### config.mk
export PLATFORM = sky130hd
export DESIGN_NAME = word_memory
export DESIGN_NICKNAME = d
export VERILOG_FILES = /design/src/hdl/cpu_settings.svh /design/src/hdl/word_memory.sv
export SDC_FILE = /design/constraint.sdc
export NUM_CORES = 2
export LEC_CHECK = 0
export BUFFER_PORTS_ARGS = -buffer_cell sky130_fd_sc_hd__buf_4
export CORE_MARGIN = 10
export CORE_UTILIZATION = 40
export DETAILED_ROUTE_END_ITERATION = 7
export GPL_ROUTABILITY_DRIVEN = 1
export PLACE_DENSITY = 0.55
export SLEW_MARGIN = 10
export SYNTH_ARGS = -nofsm -noshare
export SYNTH_HDL_FRONTEND = slang
export SYNTH_SLANG_ARGS = --single-unit
### constraint.sdc
create_clock -name clk -period 4.76 [get_ports clk]
set_input_delay 0.476 -clock clk [delete_from_list [all_inputs] [get_ports clk]]
set_output_delay 0.476 -clock clk [all_outputs]
set_load 0.02 [all_outputs]
### src/hdl/cpu_settings.svh
`ifndef CPU_SETTINGS_SVH
`define CPU_SETTINGS_SVH

// word-address width of the instruction memory, 256 words
`define IMEM_ADDR_BITS 8

// word-address width of the data memory, 256 words
`define DMEM_ADDR_BITS 8

`endif
### src/hdl/word_memory.sv
module word_memory #(
	parameter int addr_bits = 8
) (
	input  logic                 clk,
	input  logic                 we,
	input  logic [addr_bits-1:0] waddr,
	input  logic [15:0]          wdata,
	input  logic [addr_bits-1:0] raddr,
	output logic [15:0]          rdata
);

	// plain word array, contents survive reset
	logic [15:0] mem [0:(2**addr_bits)-1];

	// read path is asynchronous so fetch and load finish in the same cycle
	assign rdata = mem[raddr];

	// write lands on the rising edge
	always_ff @(posedge clk) begin
		if (we) begin
			mem[waddr] <= wdata;
		end
	end

endmodule

## Word level (Yosys, flattened, before mapping)

Memories as Yosys holds them, arrays and structs flattened.
Index checks and enable logic that the tools add are counted.
W data, S select, Z words.

- Register bits: 0
- RAM bits: 4096
- Input port bits: 34
- Output and inout bits: 16
- Logic and storage cells: 3
- Memories: 1

Memories:

| name | words | bits a word | read ports | clocked after memory_dff | write ports | RTL line | RTL |
|---|---|---|---|---|---|---|---|
| mem | 256 | 16 | 1 | 0 | 1 | word_memory.sv:13 | `logic [15:0] mem [0:(2**addr_bits)-1];` |

- Multiplexer cells: 2

Operators by type and width:

| cell | number |
|---|---|
| $mux W1 | 2 |

## Logic depth before layout (Yosys ltp)

- Word-level depth: 2
- Depth in mapped cells: 12
- Gate-level depth less buffers: 6

## Worst setup path after synthesis

Ideal clock, no wire load.

- Kind: input port to output port
- From: input port raddr[0]
- To: output port rdata[11]
- Data arrival time: 2.740 ns
- Required time: 4.284 ns
- Setup slack: 1.544 ns
- Cell stages on the path: 12
- Path buffers: 6
- Cells stage by stage: buf_6 buf_6 buf_8 buf_12 buf_12 buf_12 mux2i_1 o221ai_1 a21oi_1 o31ai_1 o32ai_1 nor4_1

- Word-level cells in the longest chain between the ends: 1

Ends and longest elaborated chain:

| item | RTL line | RTL |
|---|---|---|
| from (decl) | word_memory.sv:8 | `input logic [addr_bits-1:0] raddr,` |
| $mem_v2 Z256 W16 | n/a |  |
| to (decl) | word_memory.sv:9 | `output logic [15:0] rdata` |

Every way passes these cells.

## Worst setup path in the final report

- From: input port raddr[1]
- To: output port rdata[3]

Same word-level chain as after synthesis.

==> results.json <==
{
  "antenna_found_initial": 18,
  "synth_edf_count": 4096,
  "setup_ws_ns": -0.119,
  "reg_top3": "mem: 4096 flops",
  "stdcell_area_sq_um": 182000,
  "maxSlewViolCount": 0,
  "slowest_stage": "nor4_1",
  "synth_cell_types": 51,
  "p_seq_share_pct": 52.9,
  "synth_common_cells": "edfxtp_1 (4096), mux4_2 (797), mux2i_1 (565)",
  "drt_pass1_iterations": 5,
  "maxSlewHeadroom_pct": 5.50,
  "grtUsageTotal_pct": 20.0,
  "cts_setup_buffers": 0,
  "utilization_pct": 46.0,
  "pwr-share-comb_pct": 5.4,
  "area_growth_pct": 14.7,
  "maxCapViolations": 0,
  "cts.htree.levels": 5,
  "cp_cell_sequence": "buf_8 > or2_4 > buf_12 > buf_4 > o221ai_1 > o22ai_1 > o21ai_0 > nand3_1 > nor4_1 > buf_4 > buf_4",
  "sw_frac_of_total_pct": 21.6,
  "netlist_instances": 7344,
  "wl_um": 436000,
  "first_global_vias": 78700,
  "cts_buffer_depth": 4,
  "post_drt_via_cell_ratio": 5.80,
  "syn-num-nets": 7378,
  "tightestPinTransition_ns": 1.41,
  "cts_made_buffers": 414,
  "cp-end-kind": "output pin",
  "gr-total-overflow": 0,
  "clkTransAtPathRegs_ns": 0.05,
  "synthArstFlopShare_pct": 0,
  "p_int_mw": 59.0,
  "clockPowerShare_pct": 41.7,
  "numClockSinks": 4096,
  "yosysSeqAreaShare_pct": 77.7,
  "finalPower_mw": 75.2,
  "power_density_nw_per_um2": 414,
  "worst_path_most_repeated_cell": "buf_4",
  "max_freq_mhz": 205,
  "rsz0062_at_grt": "no",
  "gp_congestion": 0.869,
  "numPortBuffers": 49,
  "drive_gt1_share_pct": 27.0,
  "cpPeakStageDelay_ns": 0.87,
  "avgSynthCellArea_sq_um": 21.6,
  "drt_iter0_drc": 8833,
  "placed_area_sq_um": 169000,
  "cp_max_fo": 47,
  "leakage_nw": 57.4,
  "synthMostInstantiatedCell": "edfxtp_1",
  "grt_max_degree": 152,
  "place_inst": 12800,
  "vias": 78700,
  "hpwl_um": 264000,
  "fin_cells": 13600,
  "p_switching_mw": 16.2,
  "dieArea_sq_um": 422000,
  "ys.flop_type": "edfxtp_1",
  "holdPathEnd": "mem[237][0]",
  "core_sq_um": 395000,
  "drtAntennaViolNets": 0,
  "largest_reg_flops": 4096,
  "ios": 50,
  "crit_path_start": "raddr[1]",
  "top_register": "mem",
  "ir_worst_vdd_mv": 0.311,
  "cp.arrival_ns": 4.40,
  "final_nets": 7995,
  "cp_data_required_time_ns": 4.28,
  "critPathLaunchType": "input port",
  "crit_type": "input port to output pin",
  "root_buffer": "clkbuf_16",
  "final.min_clock_period_ns": 4.88,
  "grt_pass1_wl_um": 613000,
  "synth_seq_cells": 4096,
  "synth_area_leaders": "edfxtp_1 (78%), mux4_2 (11%), mux2i_1 (3.6%), o221ai_1 (1.4%), nor2_1 (0.72%)",
  "cts_tree": "done",
  "period_share_pct": 102,
  "die_x_um": 649,
  "violations": "negative setup slack",
  "setup_viol": 3,
  "finalHoldViolCount": 0,
  "drc": 0,
  "syn_area_sq_um": 158000,
  "outcome": "complete, but fails checks",
  "synth_top_cell_area_share_pct": 77.7,
  "yosysWarnings": 0,
  "hp-start": "wdata[0]",
  "fin_setup_tns_ns": -0.225,
  "yosysTopAreaCell": "edfxtp_1",
  "start_util_pct": 40.1,
  "min_path_cells": 1,
  "row_count": 231,
  "post_drt_wl_per_cell_um": 32.1,
  "hold_class": "input port to register",
  "die_height_um": 649
}
[placed cells by master (no fill, tap or decap), drive strengths merged, types with 32 or more instances in the layout]
cell / synthesis / layout
edfxtp: 4096 / 4096
mux4: 797 / 797
buf: 222 / 644
mux2i: 565 / 565
clkbuf: 230 / 511
nor2: 304 / 304
o221ai: 253 / 253
clkinv: 0 / 195
a21oi: 175 / 175
o22ai: 148 / 148
nor3: 92 / 92
mux2: 88 / 88
a22oi: 43 / 43
nand2: 38 / 38
o21ai: 38 / 38
nand3: 35 / 35
a22o: 32 / 32
[repair_timing]
item / 4_1_cts / 5_1_grt
resized for setup: 11 / 3
pin swaps: 1 / 1
hold buffers: 8 / 0
hold endpoints to repair: 256 / 0
endpoints found under the setup margin: 6 / 3
[logic make-up after synthesis]
logic type	Yosys count	share of synthesized area (%)
buf+inv	456	1.70
mux	1450	15.5
flops	4096	77.7
simple gates	556	1.58
compound gates	786	3.54
[worst max path at each step]
stage / slack (ns) / cells after the start / end
final: -0.12 / 11 / rdata[3]
after detailed placement: -0.50 / 13 / rdata[14]
after global routing: 0.005 / 11 / rdata[3]
after floorplan: 1.54 / 12 / rdata[11]
after global placement: -0.80 / 13 / rdata[12]
after CTS: 0.002 / 8 / rdata[0]
[power by group through the flow]
stage	clock (mW)	combinational [mW]	sequential [mW]
5_1_grt	33.4	4.22	39.8
4_1_cts	32.0	4.08	39.8
3_3_place_gp	0	4.01	40.5
2_1_floorplan	0	2.01	40.5
6_report	31.4	4.04	39.8
3_5_place_dp	0	4.06	40.5
[per-layer routing]
metal | vias to the layer above | GRT usage, % | part of all wire [%]
li1 | 32500 | - | -
met1 | 42500 | 27.8 | 41
met2 | 3078 | 32.9 | 49
met3 | 578 | 3.24 | 7.0
met4 | 8 | 5.76 | 3.0
met5 | - | 0 | 0.012
[per-stage QoR]
step	hold slack, ns	setup slack, ns
floorplan	0.575	1.54
global placement	0.892	-0.803
detailed placement	0.898	-0.499
CTS	0.00221	0.00162
global route	0.00000477	0.00458
finish	0.00395	-0.119
[worst max-delay path: cells and delay by family]
kind / cells / cell delay [ns]
AOI/OAI and AO/OA: 3 / 0.89
buffers and inverters: 5 / 1.07
and+or+nand+nor: 3 / 1.79
[cell type report]
| class | instances | area (sq um) |
|---|---|---|
| Fill cell | 32700 | 213000 |
| Sequential cell | 4096 | 123000 |
| Multi-Input combinational cell | 2792 | 33200 |
| Clock buffer | 510 | 10900 |
| Tap cell | 5242 | 6560 |
| Timing Repair Buffer | 653 | 5910 |
| Clock inverter | 250 | 2060 |
| Antenna cell | 12 | 30.0 |
| Inverter | 4 | 27.5 |
(Power assumes the default switching activity.)
