===== src/hdl/cpu_settings.svh =====
`ifndef CPU_SETTINGS_SVH
`define CPU_SETTINGS_SVH

// word-address width of the instruction memory, 256 words
`define IMEM_ADDR_BITS 8

// word-address width of the data memory, 256 words
`define DMEM_ADDR_BITS 8

`endif

===== src/hdl/cpu_pkg.sv =====
package cpu_pkg;

	// register format: rd, rs, rt (rt doubles as the 4-bit immediate)
	typedef struct packed {
		logic [3:0] opcode;
		logic [3:0] rd;
		logic [3:0] rs;
		logic [3:0] rt;
	} reg_fmt_t;

	// branch format: condition and signed word offset
	typedef struct packed {
		logic [3:0] opcode;
		logic [2:0] cond;
		logic [8:0] imm9;
	} br_fmt_t;

	// byte format for llb and lhb
	typedef struct packed {
		logic [3:0] opcode;
		logic [3:0] rd;
		logic [7:0] imm8;
	} byte_fmt_t;

	// one instruction word seen three ways
	typedef union packed {
		reg_fmt_t  r;
		br_fmt_t   b;
		byte_fmt_t i;
	} instr_t;

	localparam logic [3:0] OP_ADD   = 4'd0;
	localparam logic [3:0] OP_SUB   = 4'd1;
	localparam logic [3:0] OP_XOR   = 4'd2;
	localparam logic [3:0] OP_AND   = 4'd3;
	localparam logic [3:0] OP_SLL   = 4'd4;
	localparam logic [3:0] OP_SRA   = 4'd5;
	localparam logic [3:0] OP_ROR   = 4'd6;
	localparam logic [3:0] OP_NOP7  = 4'd7;
	localparam logic [3:0] OP_LW    = 4'd8;
	localparam logic [3:0] OP_SW    = 4'd9;
	localparam logic [3:0] OP_LLB   = 4'd10;
	localparam logic [3:0] OP_LHB   = 4'd11;
	localparam logic [3:0] OP_B     = 4'd12;
	localparam logic [3:0] OP_NOP13 = 4'd13;
	localparam logic [3:0] OP_PCS   = 4'd14;
	localparam logic [3:0] OP_HLT   = 4'd15;

	localparam logic [2:0] COND_NE = 3'd0;
	localparam logic [2:0] COND_EQ = 3'd1;
	localparam logic [2:0] COND_GT = 3'd2;
	localparam logic [2:0] COND_LT = 3'd3;
	localparam logic [2:0] COND_GE = 3'd4;
	localparam logic [2:0] COND_LE = 3'd5;
	localparam logic [2:0] COND_OV = 3'd6;
	localparam logic [2:0] COND_AL = 3'd7;

	// bit positions inside the 3-bit flag word
	localparam int FLAG_N = 0;
	localparam int FLAG_V = 1;
	localparam int FLAG_Z = 2;

	// register write source
	localparam logic [1:0] WB_ALU  = 2'd0;
	localparam logic [1:0] WB_MEM  = 2'd1;
	localparam logic [1:0] WB_LINK = 2'd2;

endpackage


===== src/hdl/decode_unit.sv =====
module decode_unit (
	input  logic [3:0] opcode,
	output logic       reg_write,
	output logic       mem_write,
	output logic       alu_src_imm,
	output logic       src2_is_rd,
	output logic [1:0] wb_sel,
	output logic       halt
);
	import cpu_pkg::*;

	always_comb begin
		// defaults describe a no-op
		reg_write   = 1'b0;
		mem_write   = 1'b0;
		alu_src_imm = 1'b0;
		src2_is_rd  = 1'b0;
		wb_sel      = WB_ALU;
		halt        = 1'b0;
		case (opcode)
			OP_ADD, OP_SUB, OP_XOR, OP_AND: begin
				reg_write = 1'b1;
			end
			// shift amount comes from the instruction, not a register
			OP_SLL, OP_SRA, OP_ROR: begin
				reg_write   = 1'b1;
				alu_src_imm = 1'b1;
			end
			OP_LW: begin
				reg_write   = 1'b1;
				alu_src_imm = 1'b1;
				wb_sel      = WB_MEM;
			end
			// store data is the register in the rd slot
			OP_SW: begin
				mem_write   = 1'b1;
				alu_src_imm = 1'b1;
				src2_is_rd  = 1'b1;
			end
			// old rd value is needed for the byte merge
			OP_LLB, OP_LHB: begin
				reg_write  = 1'b1;
				src2_is_rd = 1'b1;
			end
			OP_PCS: begin
				reg_write = 1'b1;
				wb_sel    = WB_LINK;
			end
			OP_HLT: begin
				halt = 1'b1;
			end
			// branch only touches pc, handled in the branch unit
			OP_B, OP_NOP7, OP_NOP13: begin
				reg_write = 1'b0;
			end
			default: begin
				reg_write = 1'b0;
			end
		endcase
	end

endmodule


===== config.mk =====
export PLATFORM = sky130hd
export DESIGN_NAME = decode_unit
export DESIGN_NICKNAME = d
export VERILOG_FILES = /design/src/hdl/cpu_settings.svh /design/src/hdl/cpu_pkg.sv /design/src/hdl/decode_unit.sv
export SDC_FILE = /design/constraint.sdc
export NUM_CORES = 1
export LEC_CHECK = 0
export ABC_AREA = 1
export BUFFER_PORTS_ARGS = -buffer_cell sky130_fd_sc_hd__buf_2
export CORE_AREA = 3 3 40 42
export DETAILED_ROUTE_END_ITERATION = 8
export DIE_AREA = 0 0 43 45
export GPL_TIMING_DRIVEN = 0
export PLACE_DENSITY = 0.31
export SLEW_MARGIN = 20
export SYNTH_ARGS = -nofsm -noshare
export SYNTH_HDL_FRONTEND = slang
export SYNTH_SLANG_ARGS = --single-unit

===== constraint.sdc =====
create_clock -name vclk -period 0.8
set_input_delay 0.12 -clock vclk [all_inputs]
set_output_delay 0.12 -clock vclk [all_outputs]
set_load 0.02 [all_outputs]

# Word level (Yosys, flattened, before mapping)
# Index checks and enable logic that the tools add are counted.
[word_totals]
register_bits = 0
out_inout_bits = 7
[op_classes]
eq_ne = 12
mux = 6
n_reduce_logical = 4
[ops]
columns = ["op", "count"]
rows = [
  ["$eq 4x4->1 const B", 6],
  ["$eq 4x3->1 const B", 3],
  ["$reduce_or 11->1", 1],
  ["$eq 4x2->1 const B", 2],
  ["$mux 1", 5],
  ["$reduce_or 5->1", 1],
  ["$eq 4x1->1 const B", 1],
  ["$logic_not 4->1", 1],
  ["$pmux 2 s2", 1],
  ["$reduce_or 3->1", 1],
]

# Depth between registers and ports, before layout
[logic_depth]
ltp_word = 3
ltp_mapped = 5
mapped_depth_nobuf = 5

# Worst setup path after synthesis
# OpenSTA, ideal clock, no wires.
[synth_path]
kind = "input -> output"
start = "input opcode[3]"
end = "output src2_is_rd"
t_arrival_ns = 0.712
required_ns = 0.680
setup_slack_ns = -0.032
path_stages = 4
path_cell_list = "inv_1 > nor2_1 > inv_1 > a21oi_1"
[synth_between]
elab_chain_cells = 3
[synth_rtl]
columns = ["element", "line_no", "text"]
rows = [
  ["start: declaration", "decode_unit.sv:2", "input logic [3:0] opcode,"],
  ["$eq 4x4->1", "decode_unit.sv:20", "case (opcode)"],
  ["$reduce_or 3->1 (no line) *", "-", ""],
  ["$mux 1 *", "decode_unit.sv:20", ""],
  ["end: declaration", "decode_unit.sv:6", "output logic src2_is_rd,"],
]
# Every way passes the cells marked *; elsewhere a longest branch is shown, timed or not.

# Worst setup path in the final report
[layout_path]
start = "input opcode[3]"
end = "output wb_sel[0]"
[layout_between]
elab_chain_cells = 2
[layout_rtl]
columns = ["element", "line_no", "text"]
rows = [
  ["$eq 4x4->1", "decode_unit.sv:20", ""],
  ["$pmux 2 s2 *", "decode_unit.sv:20", ""],
  ["end: declaration", "decode_unit.sv:7", "output logic [1:0] wb_sel,"],
]
# Marks and branches as above.

==> impl_metrics.tcl <==
set metrics [dict create \
    drive_above_1_share_pct 76.47 \
    vias 172 \
    fmax_ghz 1.272 \
    fill_cells 144 \
    dr.first_iter.drc_count 1 \
    die_w_um 43 \
    drt-vias-per-instance 3.510 \
    setup_viol 0 \
    synth_nets 25 \
    intPower_uw 71.14 \
    grt.total_usage_pct 3.814 \
    cpLargestDelayFamily "buffers and inverters" \
    power_density_nw_per_um2 541.0 \
    area_delta_synth_final_pct 197.3 \
    use_met3_pct 0.3984 \
    ys_warn_count 0 \
    worst_pin_slew_ns 0.1289 \
    yosysSeqAreaShare_pct 0 \
    tns_ns 0 \
    wl_um 361 \
    route.detailed.drc 0 \
    antenna_cells 0 \
    grt_max_degree 7 \
    syn_avg_cell_area_um2 4.409 \
    final_max_slew_viol_count 0 \
    rsz0062_at_grt "true" \
    status "finished clean" \
    min_delay_path_depth 3 \
    hold-path-endpoint "wb_sel[0]" \
    die-area_um2 1935 \
    use_met2_pct 6.287 \
    wl_per_cell_um 7.367 \
    gp_congestion 0.6064 \
    worstSetupPathType "primary input to primary output" \
    grt_pass1_vias 146 \
    worstSetupPathDepth 6 \
    slew_headroom_pct 91.36 \
    n_clock_buffer 0 \
    cts_hold_buf 0 \
    yosys.area.top_type "inv_1" \
    use_met1_pct 5.714 \
    pre_cts_ws_ns -0.1100 \
    start_util_pct 7.205 \
    cp.buffers_inverters 4 \
    crit_required_ns 0.68 \
    portBuffers 11 \
    synth_commonest_cells "7 x inv_1, 5 x nand2_1, 2 x nand3_1, 2 x nor2_1, 2 x nor3_1" \
    synth_top_area_share_pct 28.38 \
    path_max_fanout 5 \
    antenna_found_initial 0 \
    critPathCaptureType "primary output" \
    cp-start-kind "primary input" \
    fin_crit_sh_pct 98.26 \
    placedCellCount 47 \
    hold_viol_final 0 \
    hp-start "opcode[0]" \
    ys_types 8 \
    synth.most_common_cell "inv_1" \
    gr-total-overflow 0 \
    antenna_left 0 \
    cpPeakStageDelay_ns 0.16 \
    power_uw 148.9 \
    leakage_nw 0.1412 \
    drt-pass1-iter-count 2 \
    cp_slowest_cell "buf_4" \
    p_clk_share_pct 0 \
    max_cap_violations 0 \
    hold_path_class "primary input to primary output" \
    fin_crit_ns 0.7861 \
    layout.nets 40 \
    syn_inst 21 \
    fin_hold_ws_ns 0.5160 \
    place.detailed.hpwl_um 284 \
    die_y_um 45 \
    finalNonFillerCells 49 \
    synth_area_um2 92.59 \
    grt_busiest_layer "met2" \
    worst_slack_ns 0.01393 \
    cp_data_arrival_time_ns 0.67 \
    seqPwrFrac_pct 0 \
    cp_cell_sequence "buf_8, inv_8, nor2_4, inv_2, nor3_2, buf_4" \
    design.core.area_um2 1285 \
    p_switching_uw 77.77 \
    final-seq-area_um2 0 \
    vdd.ir_drop.worst_uv 170.2 \
    io_pins 11 \
    grt_first_pass_wirelength_um 627 \
    seq_cell_count 0 \
    swShare_pct 52.23 \
    row_count 13 \
    synth_area_leaders "inv_1 28%, nand2_1 20%, nand3_1 11%, nor3_1 11%, nor3_2 11%" \
    combPwrFrac_pct 100.0 \
]
worst max-delay path by stage:
stage	to	slack, ns	start
final	wb_sel[0]	0.01	opcode[3]
after global routing	wb_sel[0]	-0.04	opcode[3]
after CTS	alu_src_imm	-0.004	opcode[3]
after detailed placement	alu_src_imm	-0.11	opcode[3]
after global placement	alu_src_imm	-0.12	opcode[3]
after floorplan	src2_is_rd	-0.03	opcode[3]
stage by stage:
| stage | util [%] | cell area, um^2 |
|---|---|---|
| after floorplan | - | 92.59 |
| after global placement | 12.95 | 166.4 |
| after detailed placement | 12.95 | 166.4 |
| after CTS | 18.40 | 236.5 |
| after global routing | 21.42 | 275.3 |
| final | 21.42 | 275.3 |
cells by family (layout without fill, tap and decap cells):
family | after synthesis | count (layout) | synth area share, %
and+or+nand+nor | 12 | 12 | 60.82
buffers and inverters | 7 | 20 | 28.38
AOI/OAI and AO/OA | 2 | 2 | 10.80
power groups by stage:
stage	Sequential, mW	Combinational, mW	Clock [mW]
floorplan	0	0.0511	0
global placement	0	0.0878	0
detailed placement	0	0.0868	0
CTS	0	0.130	0
global route	0	0.161	0
finish	0	0.149	0
routing by layer:
| metal | vias up | wire length, um |
|---|---|---|
| met5 | - | 0 |
| met3 | 0 | 37 |
| met2 | 8 | 137 |
| met1 | 74 | 187 |
| met4 | 0 | 0 |
| li1 | 90 | - |
area by class of cell:
cell class,instances,area [um^2],area share [%]
Inverter,7,36.28,13.18
Timing Repair Buffer,13,121.4,44.09
Multi-Input combinational cell,14,98.84,35.91
Tap cell,15,18.77,6.818
cell usage in the layout (no fill, tap or decap):
master   n
buf_4    6
buf_6    5
inv_1    3
nor3_2   3
nand2_1  3
nand2_2  2
inv_2    2
nand3_1  2
inv_8    1
inv_4    1
nor2_4   1
nor2_2   1
o21ai_2  1
a21oi_2  1
buf_8    1
buf_2    1
timing repair:
action	CTS	global route
endpoints found under the setup margin	6	6
gates resized for setup	21	11
gates cloned	0	0
setup buffers	1	1
pin swaps	3	3
Power figures use the tool's default switching activity.
