File: config.mk
export PLATFORM = sky130hd
export DESIGN_NAME = branch_unit
export DESIGN_NICKNAME = d
export VERILOG_FILES = /design/src/hdl/cpu_settings.svh /design/src/hdl/cpu_pkg.sv /design/src/hdl/branch_unit.sv
export SDC_FILE = /design/constraint.sdc
export NUM_CORES = 1
export LEC_CHECK = 0
export CORE_AREA = 8 8 67 69
export DETAILED_ROUTE_END_ITERATION = 6
export DIE_AREA = 0 0 75 77
export DONT_BUFFER_PORTS = 1
export GPL_TIMING_DRIVEN = 1
export PLACE_DENSITY = 0.7
export REMOVE_ABC_BUFFERS = 1
export SKIP_CTS_REPAIR_TIMING = 1
export SYNTH_ARGS = -nofsm -noshare
export SYNTH_HDL_FRONTEND = slang
export SYNTH_SLANG_ARGS = --single-unit
File: constraint.sdc
create_clock -name clk -period 4 [get_ports clk]
set_input_delay 0.8 -clock clk [delete_from_list [all_inputs] [get_ports clk]]
set_output_delay 0.8 -clock clk [all_outputs]
set_load 0.01 [all_outputs]
File: src/hdl/cpu_settings.svh
`ifndef CPU_SETTINGS_SVH
`define CPU_SETTINGS_SVH

// word-address width of the instruction memory, 256 words
`define IMEM_ADDR_BITS 8

// word-address width of the data memory, 256 words
`define DMEM_ADDR_BITS 8

`endif
File: src/hdl/cpu_pkg.sv
package cpu_pkg;

	// register format: rd, rs, rt (rt doubles as the 4-bit immediate)
	typedef struct packed {
		logic [3:0] opcode;
		logic [3:0] rd;
		logic [3:0] rs;
		logic [3:0] rt;
	} reg_fmt_t;

	// branch format: condition and signed word offset
	typedef struct packed {
		logic [3:0] opcode;
		logic [2:0] cond;
		logic [8:0] imm9;
	} br_fmt_t;

	// byte format for llb and lhb
	typedef struct packed {
		logic [3:0] opcode;
		logic [3:0] rd;
		logic [7:0] imm8;
	} byte_fmt_t;

	// one instruction word seen three ways
	typedef union packed {
		reg_fmt_t  r;
		br_fmt_t   b;
		byte_fmt_t i;
	} instr_t;

	localparam logic [3:0] OP_ADD   = 4'd0;
	localparam logic [3:0] OP_SUB   = 4'd1;
	localparam logic [3:0] OP_XOR   = 4'd2;
	localparam logic [3:0] OP_AND   = 4'd3;
	localparam logic [3:0] OP_SLL   = 4'd4;
	localparam logic [3:0] OP_SRA   = 4'd5;
	localparam logic [3:0] OP_ROR   = 4'd6;
	localparam logic [3:0] OP_NOP7  = 4'd7;
	localparam logic [3:0] OP_LW    = 4'd8;
	localparam logic [3:0] OP_SW    = 4'd9;
	localparam logic [3:0] OP_LLB   = 4'd10;
	localparam logic [3:0] OP_LHB   = 4'd11;
	localparam logic [3:0] OP_B     = 4'd12;
	localparam logic [3:0] OP_NOP13 = 4'd13;
	localparam logic [3:0] OP_PCS   = 4'd14;
	localparam logic [3:0] OP_HLT   = 4'd15;

	localparam logic [2:0] COND_NE = 3'd0;
	localparam logic [2:0] COND_EQ = 3'd1;
	localparam logic [2:0] COND_GT = 3'd2;
	localparam logic [2:0] COND_LT = 3'd3;
	localparam logic [2:0] COND_GE = 3'd4;
	localparam logic [2:0] COND_LE = 3'd5;
	localparam logic [2:0] COND_OV = 3'd6;
	localparam logic [2:0] COND_AL = 3'd7;

	// bit positions inside the 3-bit flag word
	localparam int FLAG_N = 0;
	localparam int FLAG_V = 1;
	localparam int FLAG_Z = 2;

	// register write source
	localparam logic [1:0] WB_ALU  = 2'd0;
	localparam logic [1:0] WB_MEM  = 2'd1;
	localparam logic [1:0] WB_LINK = 2'd2;

endpackage

File: src/hdl/branch_unit.sv
module branch_unit (
	input  logic            clk,
	input  logic            reset,
	input  cpu_pkg::instr_t instr,
	input  logic            halt,
	input  logic [2:0]      flag_new,
	input  logic [2:0]      flag_wen,
	output logic [15:0]     pc,
	output logic [15:0]     pc_plus2
);
	import cpu_pkg::*;

	logic [2:0]  flags;
	logic [15:0] target;
	logic [15:0] pc_next;
	logic        cond_true;

	assign pc_plus2 = pc + 16'd2;
	// imm9 counts words from the following instruction
	assign target   = pc_plus2 + {{6{instr.b.imm9[8]}}, instr.b.imm9, 1'b0};

	// condition test against flags from earlier instructions
	always_comb begin
		case (instr.b.cond)
			COND_NE: cond_true = !flags[FLAG_Z];
			COND_EQ: cond_true = flags[FLAG_Z];
			COND_GT: cond_true = !flags[FLAG_Z] && !flags[FLAG_N];
			COND_LT: cond_true = flags[FLAG_N];
			COND_GE: cond_true = flags[FLAG_Z] || !flags[FLAG_N];
			COND_LE: cond_true = flags[FLAG_Z] || flags[FLAG_N];
			COND_OV: cond_true = flags[FLAG_V];
			COND_AL: cond_true = 1'b1;
			default: cond_true = 1'b0;
		endcase
	end

	assign pc_next = ((instr.b.opcode == OP_B) && cond_true) ? target : pc_plus2;

	// hlt freezes pc and flags
	always_ff @(posedge clk) begin
		if (reset) begin
			pc    <= '0;
			flags <= '0;
		end else if (!halt) begin
			pc <= pc_next;
			for (int i = 0; i < 3; i++) begin
				if (flag_wen[i]) begin
					flags[i] <= flag_new[i];
				end
			end
		end
	end

endmodule

* After elaboration in Yosys (flattened, before gate mapping)
Cells that the tools add are included.
** Word-level totals
- Register bits after elaboration :: 19
- Input port bits :: 25
- Output and inout port bits :: 32
** Operators by class
- Add/subtract/negate cells :: 2
- Equal/unequal tests :: 8
- Multiplexer cells :: 2
- Bitwise logic cells :: 1
- Reduce and logical (&&, ||, !) cells :: 10
** Operators by type and width (count)
- 16-bit adder :: 1
- 16-bit by 2-bit adder with 16-bit output, second input constant :: 1
- 16-bit two-way mux :: 1
- 3-bit equality test, second input constant :: 4
- 1-bit one-hot mux with 8 select lines :: 1
- 3-bit by 2-bit equality test with 1-bit output, second input constant :: 2
- 2-bit AND reduction :: 3
- 4-bit equality test, second input constant :: 1
- 3-bit by 1-bit equality test with 1-bit output, second input constant :: 1
- 3-bit zero test :: 1
- 1-bit logical AND :: 2
- 1-bit zero test :: 2
- 1-bit logical OR :: 2
- 1-bit inverter :: 1

* Longest topological paths before layout
- Word-level depth :: 5
- Gate-level depth with buffers :: 14

* Worst setup path after synthesis
OpenSTA, ideal clock, no wires.
- Path kind :: flip-flop to flip-flop
- From :: register pc[1]
- To :: register pc[15]
- Setup time :: 0.123 ns
- Arrival :: 3.221 ns
- Data required time :: 3.877 ns
- Path slack :: 0.656 ns
- Stages on the path, launching flop included :: 14
- Path buffers :: 0
- Clock period less this slack :: 3.344 ns
- Cells stage by stage :: dfxtp_1 > ha_1 > and3_4 > nand3_4 > xnor2_1 > ha_1 > o21a_1 > o2111ai_1 > a31oi_1 > a211o_1 > o21ai_2 > mux2i_1 > mux2i_1 > mux2_1
** Between the ends
- Word-level cells in the longest chain between the ends :: 3
** RTL lines
- from (decl) :: RTL line branch_unit.sv:8 : output logic [15:0] pc,
- from (signal assigned) :: RTL line branch_unit.sv:45 : pc <= pc_next;
- 16-bit by 2-bit adder with 16-bit output :: RTL line branch_unit.sv:18 : assign pc_plus2 = pc + 16'd2;
- named net pc_plus2[7] :: RTL line branch_unit.sv:9 : output logic [15:0] pc_plus2
- 16-bit adder :: RTL line branch_unit.sv:20 : assign target = pc_plus2 + {{6{instr.b.imm9[8]}}, instr.b.imm9, 1'b0};
- 16-bit two-way mux :: RTL line branch_unit.sv:37 : assign pc_next = ((instr.b.opcode == OP_B) && cond_true) ? target : pc_plus2;
The timed path passes the listed nets, and every way through them passes these cells.
A chain may end at the register's enable or synchronous reset.

* Final worst setup path
- From :: register pc[3]
- To :: register pc[15]
** Between the ends
- Word-level cells in the longest chain between the ends :: 3
** RTL lines (RTL line)
- 16-bit by 2-bit adder with 16-bit output * :: branch_unit.sv:18
- 16-bit adder :: branch_unit.sv:20
- 16-bit two-way mux * :: branch_unit.sv:37
Mark *: on every way between the ends. The rest lies on a longest branch, timed or not.

==> impl_metrics.sql <==
INSERT INTO impl_metrics (metric_group, metric, value, unit) VALUES
('power_and_ir_drop', 'power.density', '203.0', 'nW/um2'),
('synthesis', 'synth_top_area_cell', 'dfxtp_1', ''),
('synthesis', 'synth_simple_gate_area_frac', '0.2629', ''),
('synthesis', 'mapped_area', '1966', 'um2'),
('cts', 'clkLatencyLatePin', '0.30', 'ns'),
('synthesis', 'synth_ff_type', 'dfxtp_1', ''),
('grt', 'wire_length_of_the_first_global_routing_pass', '7.886', 'mm'),
('timing', 'worst_slew_pin_slew', '0.6196', 'ns'),
('detailed_routing', 'drcViolationCount', '0', ''),
('timing', 'grt_setup_unrepaired', 'no', ''),
('timing', 'worst_slew_margin_rel', '0.5815', ''),
('critical_path', 'crit_end_category', 'register', ''),
('synthesis', 'synthMuxAreaShare', '0.04201', ''),
('critical_path', 'cp.required', '4.20', 'ns'),
('timing', 'min_period_over_period', '0.8605', ''),
('cells_and_area', 'flow.area_growth_from_synthesis', '5.411', '%'),
('critical_path', 'startpoint_type', 'register', ''),
('power_and_ir_drop', 'peakVddDrop', '0.2167', 'mV'),
('cells_and_area', 'antenna-diode-count', '0', ''),
('grt', 'groute.usage.overall', '0.1665', ''),
('power_and_ir_drop', 'leakagePower', '0.8818', 'nW'),
('cells_and_area', 'drive_gt1_frac', '0.1008', ''),
('placed_design', 'placed_cells', '302', ''),
('placed_design', 'dpl_cell_area', '2036', 'um2'),
('flow_run', 'cap_viol_max_count', '0', ''),
('cts', 'buffer_depth_of_the_longest_clock_path', '2', ''),
('cells_and_area', 'postLayoutCellArea', '2072', 'um2'),
('timing', 'timing.final.crit_period', '3.442', 'ns'),
('cells_and_area', 'area.sequential', '360.3', 'um2'),
('synthesis', 'synthAdderAreaFrac', '0.1248', ''),
('synthesis', 'async_flop_share', '0', ''),
('synthesis', 'yosys.area_share.xor_xnor', '0.09357', ''),
('floorplan', 'initial_utilization', '0.5623', ''),
('placed_design', 'numPortBuffers', '0', ''),
('cells_and_area', 'n_fill_cell', '338', ''),
('detailed_routing', 'detailroute.via_count', '1809', ''),
('grt', 'grt_start_max_net_pins', '34', ''),
('critical_path', 'crit_start', 'pc[3]', ''),
('cts', 'cts_tree', 'yes', ''),
('synthesis', 'largest_family_of_logic_cells_by_synthesized_area', 'simple AND/OR/NAND/NOR gates', ''),
('synthesis', 'syn-instance-count', '255', ''),
('detailed_routing', '1st_pass_router_iterations', '4', ''),
('critical_path', 'timing.critical_path.arrival', '3.64', 'ns'),
('detailed_routing', 'drt_iter0_drc', '109', ''),
('cells_and_area', 'final_cell_count_no_fill', '306', ''),
('cts', 'root_buffer', 'clkbuf_4', ''),
('critical_path', 'cp_max_fo', '7', ''),
('floorplan', 'core-area', '3496', 'um2'),
('placed_design', 'placed_wire_length_estimate', '3.675', 'mm'),
('timing', 'totalNegativeSetupSlack', '0', 'ns'),
('detailed_routing', 'totalWireLength', '4.755', 'mm'),
('detailed_routing', 'vias_per_cell', '5.912', ''),
('critical_path', 'critical_path_class', 'reg2reg', ''),
('timing', 'maxClockFrequency', '290.5', 'MHz'),
('cts', 'clock-sinks', '18', ''),
('grt', 'gr-total-overflow', '0', ''),
('floorplan', 'std_cell_rows', '22', ''),
('critical_path', 'regToRegStartpoint', 'pc[3]', ''),
('synthesis', 'synth.yosys.seq_area_share', '0.1833', ''),
('status', 'status', 'complete, no violations', ''),
('cells_and_area', 'final_net_count', '303', ''),
('grt', 'antenna_found_initial', '0', ''),
('synthesis', 'netlist_top_cells_area', 'dfxtp_1, ha_1, nor2_1', ''),
('cts', 'h-tree-depth', '1', ''),
('floorplan', 'die_w', '75', 'um'),
('timing', 'slew_viol_final', '0', ''),
('synthesis', 'ys_top_cells_by_count', 'nor2_1, a21oi_1, nand2_1, dfxtp_1, ha_1', ''),
('synthesis', 'yosys_warnings', '0', ''),
('floorplan', 'dieHeight', '77', 'um'),
('detailed_routing', 'drt.antenna.violating_nets', '0', ''),
('cts', 'cts.clk_slew.worst_paths', '0.11', 'ns');
[metrics by stage]
step           utilization  hold slack [ns]  setup WS [ns]  power [mW]
3_5_place_dp        0.5823           0.4906         0.5526      0.3094
6_report            0.5927           0.5100         0.5580      0.4207
2_1_floorplan            -           0.4567         0.6555      0.2864
3_3_place_gp        0.5823           0.4793         0.5975      0.3074
4_1_cts             0.5927           0.5177         0.5433      0.4264
5_1_grt             0.5927           0.5339         0.3650      0.4468
[layout make-up]
| type | count | area share |
|---|---|---|
| well taps | 48 | 0.02899 |
| repair buffers | 9 | 0.03261 |
| flip-flops and latches | 18 | 0.1739 |
| multi-input cells | 218 | 0.7307 |
| clock buffers | 4 | 0.01751 |
| inverters | 9 | 0.01630 |
[report_power, final]
part	internal (mW)	switching (mW)	total [mW]	leakage, nW
Clock	0.0555	0.0606	0.116	0.0210
Combinational	0.0482	0.0603	0.108	0.714
Sequential	0.185	0.0107	0.196	0.146
[worst paths after layout]
check,depth (start not counted),slack [ns],endpoint
worst min-delay path,2,0.51,flags[1]
worst max-delay path,13,0.56,pc[15]
worst min register to register,2,0.51,flags[1]
worst max register to register,13,0.56,pc[15]
[per-layer routing]
| metal | vias to the layer above | GRT usage | part of all wire |
|---|---|---|---|
| met3 | 4 | 0.06372 | 0.091 |
| li1 | 919 | - | - |
| met1 | 835 | 0.2047 | 0.43 |
| met4 | 0 | 0.02157 | 0.0055 |
| met2 | 51 | 0.2690 | 0.47 |
| met5 | - | 0 | 0 |
[worst max-delay path, cell delays in order, from the launching register on]
cell	delay, ns
dfxtp_1	0.51
and3_2	0.25
and3_2	0.24
nand3_1	0.10
xnor2_1	0.26
ha_1	0.35
o21a_1	0.15
o2111ai_1	0.17
a31oi_1	0.06
a211o_1	0.33
o21ai_2	0.16
mux2i_1	0.22
mux2i_1	0.21
mux2_1	0.33
[registers in the layout, indices dropped and copies added, names as in the netlist]
name	count
flags	3
pc	15
[cells in the final DEF (no fill, tap or decap), types with 6 or more instances in the layout]
cell / synthesis / layout
nor2_1: 36 / 36
ha_1: 18 / 18
dfxtp_1: 18 / 18
nand2_1: 19 / 19
buf_4: 3 / 9
nand3_1: 7 / 7
a21oi_1: 26 / 26
xnor2_1: 10 / 10
xor2_1: 11 / 11
nor2b_1: 8 / 8
inv_1: 9 / 9
mux2i_1: 6 / 6
nor3_1: 6 / 6
[kinds of logic after synthesis]
family	Yosys count
buffers and inverters	20
flip-flops	18
multiplexers	8
other	1
adder cells (fa/ha/maj)	19
AO/OA/AOI/OAI	70
AND/OR/NAND/NOR	98
XOR/XNOR	21
(Power assumes the default switching activity.)
