[src/hdl/cpu_settings.svh]
`ifndef CPU_SETTINGS_SVH
`define CPU_SETTINGS_SVH

// word-address width of the instruction memory, 256 words
`define IMEM_ADDR_BITS 8

// word-address width of the data memory, 256 words
`define DMEM_ADDR_BITS 8

`endif
[src/hdl/cpu_pkg.sv]
package cpu_pkg;

	// register format: rd, rs, rt (rt doubles as the 4-bit immediate)
	typedef struct packed {
		logic [3:0] opcode;
		logic [3:0] rd;
		logic [3:0] rs;
		logic [3:0] rt;
	} reg_fmt_t;

	// branch format: condition and signed word offset
	typedef struct packed {
		logic [3:0] opcode;
		logic [2:0] cond;
		logic [8:0] imm9;
	} br_fmt_t;

	// byte format for llb and lhb
	typedef struct packed {
		logic [3:0] opcode;
		logic [3:0] rd;
		logic [7:0] imm8;
	} byte_fmt_t;

	// one instruction word seen three ways
	typedef union packed {
		reg_fmt_t  r;
		br_fmt_t   b;
		byte_fmt_t i;
	} instr_t;

	localparam logic [3:0] OP_ADD   = 4'd0;
	localparam logic [3:0] OP_SUB   = 4'd1;
	localparam logic [3:0] OP_XOR   = 4'd2;
	localparam logic [3:0] OP_AND   = 4'd3;
	localparam logic [3:0] OP_SLL   = 4'd4;
	localparam logic [3:0] OP_SRA   = 4'd5;
	localparam logic [3:0] OP_ROR   = 4'd6;
	localparam logic [3:0] OP_NOP7  = 4'd7;
	localparam logic [3:0] OP_LW    = 4'd8;
	localparam logic [3:0] OP_SW    = 4'd9;
	localparam logic [3:0] OP_LLB   = 4'd10;
	localparam logic [3:0] OP_LHB   = 4'd11;
	localparam logic [3:0] OP_B     = 4'd12;
	localparam logic [3:0] OP_NOP13 = 4'd13;
	localparam logic [3:0] OP_PCS   = 4'd14;
	localparam logic [3:0] OP_HLT   = 4'd15;

	localparam logic [2:0] COND_NE = 3'd0;
	localparam logic [2:0] COND_EQ = 3'd1;
	localparam logic [2:0] COND_GT = 3'd2;
	localparam logic [2:0] COND_LT = 3'd3;
	localparam logic [2:0] COND_GE = 3'd4;
	localparam logic [2:0] COND_LE = 3'd5;
	localparam logic [2:0] COND_OV = 3'd6;
	localparam logic [2:0] COND_AL = 3'd7;

	// bit positions inside the 3-bit flag word
	localparam int FLAG_N = 0;
	localparam int FLAG_V = 1;
	localparam int FLAG_Z = 2;

	// register write source
	localparam logic [1:0] WB_ALU  = 2'd0;
	localparam logic [1:0] WB_MEM  = 2'd1;
	localparam logic [1:0] WB_LINK = 2'd2;

endpackage

[src/hdl/register_file.sv]
module register_file (
	input  logic        clk,
	input  logic        reset,
	input  logic [3:0]  rs,
	input  logic [3:0]  rt,
	input  logic [3:0]  rd,
	input  logic        src2_is_rd,
	input  logic        reg_write,
	input  logic [1:0]  wb_sel,
	input  logic [15:0] alu_result,
	input  logic [15:0] mem_data,
	input  logic [15:0] link_pc,
	output logic [15:0] rdata1,
	output logic [15:0] rdata2,
	input  logic [3:0]  dbg_sel,
	output logic [15:0] dbg_data
);
	import cpu_pkg::*;

	logic [15:0] regs [0:15];
	logic [15:0] wdata;

	// writeback source
	always_comb begin
		case (wb_sel)
			WB_MEM:  wdata = mem_data;
			WB_LINK: wdata = link_pc;
			default: wdata = alu_result;
		endcase
	end

	// port 2 swaps to rd for sw and the byte loads
	assign rdata1   = regs[rs];
	assign rdata2   = src2_is_rd ? regs[rd] : regs[rt];
	assign dbg_data = regs[dbg_sel];

	// r0 is an ordinary register here
	always_ff @(posedge clk) begin
		if (reset) begin
			for (int i = 0; i < 16; i++) begin
				regs[i] <= '0;
			end
		end else if (reg_write) begin
			regs[rd] <= wdata;
		end
	end

endmodule

[config.mk]
export PLATFORM = sky130hd
export DESIGN_NAME = register_file
export DESIGN_NICKNAME = d
export VERILOG_FILES = /design/src/hdl/cpu_settings.svh /design/src/hdl/cpu_pkg.sv /design/src/hdl/register_file.sv
export SDC_FILE = /design/constraint.sdc
export NUM_CORES = 1
export LEC_CHECK = 0
export BUFFER_PORTS_ARGS = -buffer_cell sky130_fd_sc_hd__buf_2
export CAP_MARGIN = 20
export CELL_PAD_IN_SITES_DETAIL_PLACEMENT = 0
export CELL_PAD_IN_SITES_GLOBAL_PLACEMENT = 1
export CORE_ASPECT_RATIO = 0.75
export CORE_UTILIZATION = 51
export CTS_CLUSTER_SIZE = 14
export DETAILED_ROUTE_END_ITERATION = 8
export GPL_ROUTABILITY_DRIVEN = 1
export PLACE_DENSITY = 0.93
export RECOVER_POWER = 25
export SKIP_LAST_GASP = 1
export SLEW_MARGIN = 40
export SYNTH_ARGS = -nofsm -noshare
export SYNTH_HDL_FRONTEND = slang
export SYNTH_SLANG_ARGS = --single-unit
[constraint.sdc]
create_clock -name clk -period 1.96 [get_ports clk]
set_input_delay 0.196 -clock clk [delete_from_list [all_inputs] [get_ports clk]]
set_output_delay 0.196 -clock clk [all_outputs]
set_load 0.02 [all_outputs]
# Word-level counts from Yosys, hierarchy flattened
# Memory sizes are Yosys's and may differ from the RTL's.
# Cells that the tools add are included.
word_totals:
  ff_bits: 0
  latchBits: 0
  ramBits: 256
  romBits: 0
  inputBits: 70
  out_inout_bits: 48
  word_cells: 14
  memories: 1
classes:
  n_addsub: 0
  n_mul: 0
  div: 0
  magnitude_cmp: 0
  eq_ne: 2
  shifts: 0
  mux: 10
  bitwise: 0
  reduce_logical: 1
mem_list:
  columns: ["memory", "words", "word_bits", "read_ports", "rd_clocked_by_memory_dff", "wr", "line_no", "source"]
  rows:
  - ["regs", 16, 16, 4, 0, 16, "register_file.sv:20", "logic [15:0] regs [0:15];"]
ops:
  columns: ["op", "n"]
  rows:
  - ["$mux 16", 2]
  - ["$pmux 16 s2", 1]
  - ["$reduce_or 16->1", 1]
  - ["$mux 1", 6]
  - ["$mux 4", 1]
  - ["$eq 2x1->1 const B", 1]
  - ["$eq 2x2->1 const B", 1]

# Depth between registers and ports, before layout
# Gate-level depths: netlist of the first run.
depth:
  ltp_word: 5
  ltp_mapped: 9
  depth_no_buf: 6

# Worst setup path before layout of the first run
# OpenSTA, ideal clock, no wires.
synth_path:
  kind: "input-to-reg"
  from: "input port wb_sel[1]"
  to: "memory regs[0][5], data pin"
  setup_time_ns: 0.266
  t_arrival_ns: 1.543
  required_ns: 1.694
  path_slack_ns: 0.151
  cell_stages: 9
  n_path_buf: 3
  cell_sequence: "inv_1 ha_1 clkbuf_1 clkbuf_1 a22oi_1 nor2_1 a21oi_1 buf_2 nor2_1"
synth_lines:
  columns: ["item", "line_no", "source"]
  rows:
  - ["from (decl)", "register_file.sv:9", "input logic [1:0] wb_sel,"]
  - ["to (decl)", "register_file.sv:20", null]

==> metrics.md, run 1 <==
| Metric | Value |
|---|---|
| CP peak stage delay | `between 0.6 and 0.7 ns` |
| Initial core utilization | `approximately half` |
| Regs by FF count | `regs: 256 flops` |
| Post-route ant nets | `0` |
| Nets@finish | `1,748` |
| Pwr dens | `about 720 nW/um2` |
| DRC errors left | `0` |
| VDD IR max | `around 0.54 mV` |
| Max Cap Viol | `0` |
| Tmin final | `approximately 2.6 ns` |
| Sequential fraction of the synthesis area | `42.9%` |
| Slowest library cell on the worst path | `mux4_4` |
| H-tree depth | `1` |
| Fillers | `between 2,000 and 3,000` |
| Final Max Slew Viols | `0` |
| Crit-path max FO | `4` |
| Row cnt | `roughly 60` |
| Post-DP HPWL | `roughly 46,000 um` |
| Hold Crit Class | `input pin to register` |
| CP Capture Type | `output pin` |
| Pleak | `8.28 nW` |
| Syn Nets | `1,500` |
| Worst endpoint required time | `around 1.8 ns` |
| WHS | `approximately 0.15 ns` |
| Vias in the first global route | `15,300` |
| CTS tree | `done` |
| Area Overhead vs Synth | `20.8%` |
| Length of routed met2 wiring | `30,000 um` |
| Mapped Avg Cell Area | `12.6 um2` |
| Gpl congestion | `approximately 1.0` |
| Chip Width | `219 um` |
| Register area | `7690 um2` |
| PnR worst setup slack | `-0.592 ns` |
| Die Y | `approximately 160 um` |
| Crit start category | `register` |
| Ports | `118` |
| First DRT Iteration DRCs | `a little under 3,000` |
| Largest net degree at the start of global routing | `44` |
| Die area | `between 30,000 and 40,000 um2` |
| First-pass GRT wire length | `between 100,000 and 150,000 um` |
| Initial antenna violation count | `1` |
| Root Driver | `clkbuf_16` |
| #FFs+latches synth | `about 260` |
| Worst EP arrival | `about 2.4 ns` |
| Adder-cell share of the synthesized area | `less than 1%` |
| Crit share post-route | `130%` |
| Drt first pass iters | `6` |
| Overall Global Routing Usage | `between 30 and 40%` |
| Ratio of cells with drive above 1 in the final layout | `between 30% and 40%` |
| Buf/Inv on CP | `1` |
| RSZ-0062 raised after global routing | `yes` |
| Met1 wire length | `between 20,000 and 25,000 um` |
| Final hold vios | `0` |
| Final setup viols | `68` |
| Status | `finished, violations left` |
| Placement Setup Slack | `-0.151 ns` |
| Post-synthesis simple-gate area fraction | `a little over a tenth` |
| TritonCTS Buffers | `27` |
| Synth Cell Area | `approximately 18,000 um2` |
| Compound-Gate Fraction of Synth Area | `under 10%` |
| Mux share of post-synthesis cell area | `a little over a third` |
| Crit Path Class | `register to output pin` |
| Vias | `around 16,000` |
| Largest reg by FF count | `regs` |
| Synth warn | `0` |
| Routed WL per cell | `33.2 um` |
| Core Box Area | `around 35,000 um2` |
| IO Port Bufs | `roughly 120` |
| WL met3 | `between 10,000 and 15,000 um` |
| Vias/cell | `~7.4` |
| Delay-heaviest family, CP | `multiplexers` |
| Clk sinks | `around 260` |
| Max FFs per register | `256` |
| Synthesized instance count | `between 1,000 and 1,500` |
| Hold_buf cts | `0` |
| Pwr Total | `about 16 mW` |
| Max clock buf depth | `3` |
| Rel. slew slack | `between 20 and 25%` |
| Multi-input logic area | `~9400 um2` |
| Grt ovf | `0` |
| Critical-path cell list | `mux4_4 > mux4_2 > buf_6` |
| Post-synth cell types | `27` |
| Main combinational cell family by area after synthesis | `multiplexers` |
| Violated checks | `setup timing` |
| Slew @ Worst Pin | `~1.1 ns` |
| Xor/xnor share of the synthesized area | `0%` |
| Fmax | `392 MHz` |
| Clock transition at path regs | `0.07 ns` |
| Highest routed layer | `met5` |
| Drt total wl | `~70,000 um` |
-- power breakdown --
part,switching [mW],internal (mW)
logic,2.09,1.85
clock network,2.21,2.75
registers,0.398,6.35
-- routing by layer --
metal | up-vias | global-route usage (%)
met2 | 1747 | 58.2
met4 | 2 | 20.2
met1 | 7587 | 50.3
met5 | - | 0
met3 | 399 | 17.3
li1 | 6091 | -
-- per-stage QoR --
stage	cells	TNS (ns)	util, %	instance area [um2]
floorplan	1428	0	-	17900
global placement	2017	-1.48	58.1	20100
detailed placement	2017	-2.50	58.1	20100
CTS	2131	-15.11	62.3	21600
global route	2149	-23.57	62.6	21700
finish	2152	-22.53	62.6	21700
-- final timing paths --
check                     start                  endpoint  slack [ns]  depth (start not counted)
max    regs[4][1]$_SDFFCE_PN0P_                 rdata1[1]       -0.59                          3
min               alu_result[4]  regs[8][4]$_SDFFCE_PN0P_        0.15                          4
-- kinds of logic after synthesis --
family                   Yosys count
multiplexers                     416
flip-flops                       256
AO/OA/AOI/OAI                    160
buffers and inverters            150
AND/OR/NAND/NOR                  444
adder cells (fa/ha/maj)            2
-- area by class of cell --
class / count / share of cell area (%)
Clock inverter: 14 / 0.531
Tap cell: 457 / 2.64
Timing Repair Buffer: 367 / 14.9
Clock buffer: 31 / 3.19
Sequential cell: 256 / 35.5
Antenna cell: 3 / 0.0346
Inverter: 2 / 0.0346
Multi-Input combinational cell: 1022 / 43.2
-- tightest hold or removal path, delay by kind of cell --
| kind | cells | cell delay, ns |
|---|---|---|
| buffers and inverters | 2 | 0.26 |
| and+or+nand+nor | 1 | 0.09 |
| AOI/OAI and AO/OA | 1 | 0.06 |
-- what timing repair did --
action                                  in CTS  in global routing
hold endpoints to repair                     0                  0
pin swaps                                   28                 47
setup buffers                               70                 32
endpoints found under the setup margin      43                 48
gates resized for setup                    128                 57
gates cloned                                 0                  0
-- Yosys cell counts, drive strengths merged --
cell type	n	area, um2
mux4	160	3860
or2	1	6.26
inv	2	7.51
buf	79	528
nand4	32	200
clkbuf	69	262
nor2b	11	68.8
mux2i	256	2560
a22oi	112	841
nand2b	18	113
a21oi	48	240
nand3	52	260
ha	2	25.0
nor2	278	1040
nor3	1	10.0
nor3b	2	25.0
and2	4	25.0
edfxtp	256	7690
nand2	45	169
-- cell usage in the layout (no fill, tap or decap), drive strengths merged --
master | synthesis | final
and2 | 4 | 4
clkbuf | 69 | 58
clkinv | 0 | 12
mux2i | 256 | 256
nand2 | 45 | 45
nand3 | 52 | 52
a21oi | 48 | 48
mux4 | 160 | 160
diode | 0 | 3
nor3b | 2 | 2
inv | 2 | 2
edfxtp | 256 | 256
a22oi | 112 | 112
ha | 2 | 2
nand2b | 18 | 18
nor3 | 1 | 1
nand4 | 32 | 32
or2 | 1 | 1
nor2 | 278 | 278
bufinv | 0 | 2
buf | 79 | 339
nor2b | 11 | 11
dlymetal6s2s | 0 | 1
Power figures use the tool's default switching activity.
==> inputs of run 2 (changes only) <==
--- a/config.mk
+++ b/config.mk
@@ -7,14 +7,12 @@
 export LEC_CHECK = 0
 export BUFFER_PORTS_ARGS = -buffer_cell sky130_fd_sc_hd__buf_2
 export CAP_MARGIN = 20
-export CELL_PAD_IN_SITES_DETAIL_PLACEMENT = 0
-export CELL_PAD_IN_SITES_GLOBAL_PLACEMENT = 1
 export CORE_ASPECT_RATIO = 0.75
-export CORE_UTILIZATION = 51
+export CORE_UTILIZATION = 60
 export CTS_CLUSTER_SIZE = 14
 export DETAILED_ROUTE_END_ITERATION = 8
 export GPL_ROUTABILITY_DRIVEN = 1
-export PLACE_DENSITY = 0.93
+export PLACE_DENSITY = 0.91
 export RECOVER_POWER = 25
 export SKIP_LAST_GASP = 1
 export SLEW_MARGIN = 40
==> run 2 against run 1 <==
The run ends with DRC, setup timing left. Via count increased by 5.0%. Clock power increased by 4.0%. Non-clock buffer count increased by 33.
==> metrics.md, run 2 (same netlist as run 1, synthesis figures left out) <==
| Metric | Value |
|---|---|
| Final setup viols | `48 (-29%)` |
| CP peak stage delay | `0.55 ns (-0.08 ns)` |
| Post-route ant nets | `0 (unchanged)` |
| Fmax | `402 MHz (+2.5%)` |
| Row cnt | `54 (-8.5%)` |
| Clk sinks | `256 (unchanged)` |
| Grt ovf | `0 (unchanged)` |
| Delay-heaviest family, CP | `multiplexers` |
| Net Sw Power | `4.78 mW (+1.6%)` |
| Violated checks | `DRC, setup timing` |
| Worst endpoint required time | `1.76 ns (about the same)` |
| Slew @ Worst Pin | `0.890 ns (-0.245 ns)` |
| Overall Global Routing Usage | `46.4% (+6.6 points)` |
| Final hold vios | `0 (unchanged)` |
| Placed cell count | `1,953 (-3.2%)` |
| Buf/Inv on CP | `1 (unchanged)` |
| Multi-input logic area | `9370 um2 (about the same)` |
| Crit path depth | `3 (unchanged)` |
| Slowest library cell on the worst path | `mux4_2` |
| Crit path launch | `regs[14][6]$_SDFFCE_PN0P_` |
| Post-DP HPWL | `44,800 um (-2.4%)` |
| Tmin final | `2.49 ns (-0.0623 ns)` |
| Chip Width | `202 um (-7.7%)` |
| Max FFs per register | `256 (unchanged)` |
| RSZ-0062 raised after global routing | `yes` |
| Largest net degree at the start of global routing | `34 (-23%)` |
| WHS | `0.153 ns (+0.00696 ns)` |
| Crit-path max FO | `3 (-1)` |
| Sw Share | `30.0% (-0.036 points)` |
| Hold Crit Class | `input pin to register` |
| Largest reg by FF count | `regs` |
| Critical-path cell list | `mux4_2 > mux4_2 > buf_6` |
| Crit start category | `register` |
| Ports | `118 (unchanged)` |
| Status | `finished, violations left` |
| Post-Layout Cell Count | `2,120 (-1.5%)` |
| Clock Power Share | `32.5% (+0.8 points)` |
| Final Max Slew Viols | `0 (unchanged)` |
| Crit path top cell by count | `mux4_2` |
| Register area | `7690 um2 (unchanged)` |
| Initial core utilization | `61.3% (+9.5 points)` |
| Hold_buf cts | `0 (unchanged)` |
| H-tree depth | `1 (unchanged)` |
| Root Driver | `clkbuf_16` |
| PnR worst setup slack | `-0.530 ns (+0.0623 ns)` |
| Vias in the first global route | `16,200 (+5.8%)` |
| Pwr dens | `732 nW/um2 (+1.3%)` |
| Comb power frac | `24.9% (-0.3 points)` |
| Worst EP arrival | `2.29 ns (-0.07 ns)` |
| Regs by FF count | `regs: 256 flops` |
| Worst setup path endpoint | `dbg_data[6]` |
| Core Box Area | `29,300 um2 (-15%)` |
| Initial antenna violation count | `0 (-1)` |
| CP Capture Type | `output pin` |
| IO Port Bufs | `117 (unchanged)` |
| Crit share post-route | `127% (-3.2 points)` |
| Most common cell after layout, fill and taps aside | `nor2_1` |
| Drt first pass iters | `9 (+3)` |
| First-pass GRT wire length | `102,000 um (about the same)` |
| Routed WL per cell | `34.4 um (+3.7%)` |
| Drt total wl | `73,000 um (+2.2%)` |
| First DRT Iteration DRCs | `3,565 (+21%)` |
| Crit Path Class | `register to output pin` |
| Placement Setup Slack | `-0.146 ns (+0.00476 ns)` |
| TritonCTS Buffers | `28 (+3.7%)` |
| DRC errors left | `76 (+76)` |
| Die Y | `152 um (-7.7%)` |
| Internal power | `11.1 mW (+1.8%)` |
| Area Overhead vs Synth | `21.3%` |
| Max Cap Viol | `0 (unchanged)` |
| Gpl congestion | `1.04 (about the same)` |
| Vias | `16,600 (+5.0%)` |
| Number of diodes | `0 (-3)` |
| Final core area utilization | `74.4% (+12 points)` |
| Fillers | `1,765 (-33%)` |
| Vias/cell | `7.84 (+6.6%)` |
| Ratio of cells with drive above 1 in the final layout | `34.3% (+1.1 points)` |
| Max clock buf depth | `3 (unchanged)` |
| Die area | `30,600 um2 (-15%)` |
| Sequential power share | `42.6% (-0.5 points)` |
| VDD IR max | `0.735 mV (+37%)` |
| Most frequent cells in the layout | `278 x nor2_1, 256 x edfxtp_1, 244 x mux2i_1` |
| Rel. slew slack | `40.7% (+16 points)` |
| Pleak | `8.43 nW (+1.8%)` |
| Nets@finish | `1,782 (+1.9%)` |
| Clock transition at path regs | `0.06 ns (about the same)` |
| CTS tree | `done` |
| Pwr Total | `15.9 mW (+1.7%)` |
-- run 2: tightest hold or removal path: stages --
cell and delay [ns]:
buf_2 0.07, a21oi_1 0.05, buf_4 0.19, nor2_1 0.09
-- run 2: area by class of cell --
type,instances,share of cell area [%]
multi-input combinational,1022,43.0
sequential,256,35.3
timing repair buffer,400,15.4
clock buffer,33,3.40
tap,392,2.25
clock inverter,15,0.604
inverter,2,0.0345
-- run 2: worst min path at each step --
stage / from / end / depth (start not counted)
floorplan: alu_result[9] / regs[2][9]$_SDFFCE_PN0P_ / 2
global placement: alu_result[12] / regs[0][12]$_SDFFCE_PN0P_ / 4
detailed placement: alu_result[1] / regs[12][1]$_SDFFCE_PN0P_ / 4
CTS: alu_result[11] / regs[15][11]$_SDFFCE_PN0P_ / 4
global route: alu_result[11] / regs[8][11]$_SDFFCE_PN0P_ / 4
finish: alu_result[11] / regs[9][11]$_SDFFCE_PN0P_ / 4
-- run 2: power by group through the flow --
stage                     logic (mW)  clock network (mW)  registers [mW]
final                           3.97                5.17            6.78
after global routing            4.06                5.27            6.77
after CTS                       3.67                5.11            6.71
after detailed placement        3.26                   0            6.84
after global placement          3.16                   0            6.80
after floorplan                 2.13                   0            6.65
-- run 2: repair_timing --
item,4_1_cts,5_1_grt
gates resized for setup,123,55
pin swaps,26,55
buffers inserted,96,41
setup endpoints to repair,44,48
-- run 2: metal layers --
layer  routed length, um  global-route usage, %
met1               22200                   56.5
met2               29200                   67.1
met3               15200                   22.0
met4                6480                   28.7
met5                   0                  0.974
-- run 2: metrics by stage --
step	area (um2)	TNS [ns]
6_report	21800	-18.31
5_1_grt	21800	-18.00
4_1_cts	21500	-14.30
3_5_place_dp	19800	-2.12
3_3_place_gp	19800	-1.34
2_1_floorplan	17900	0
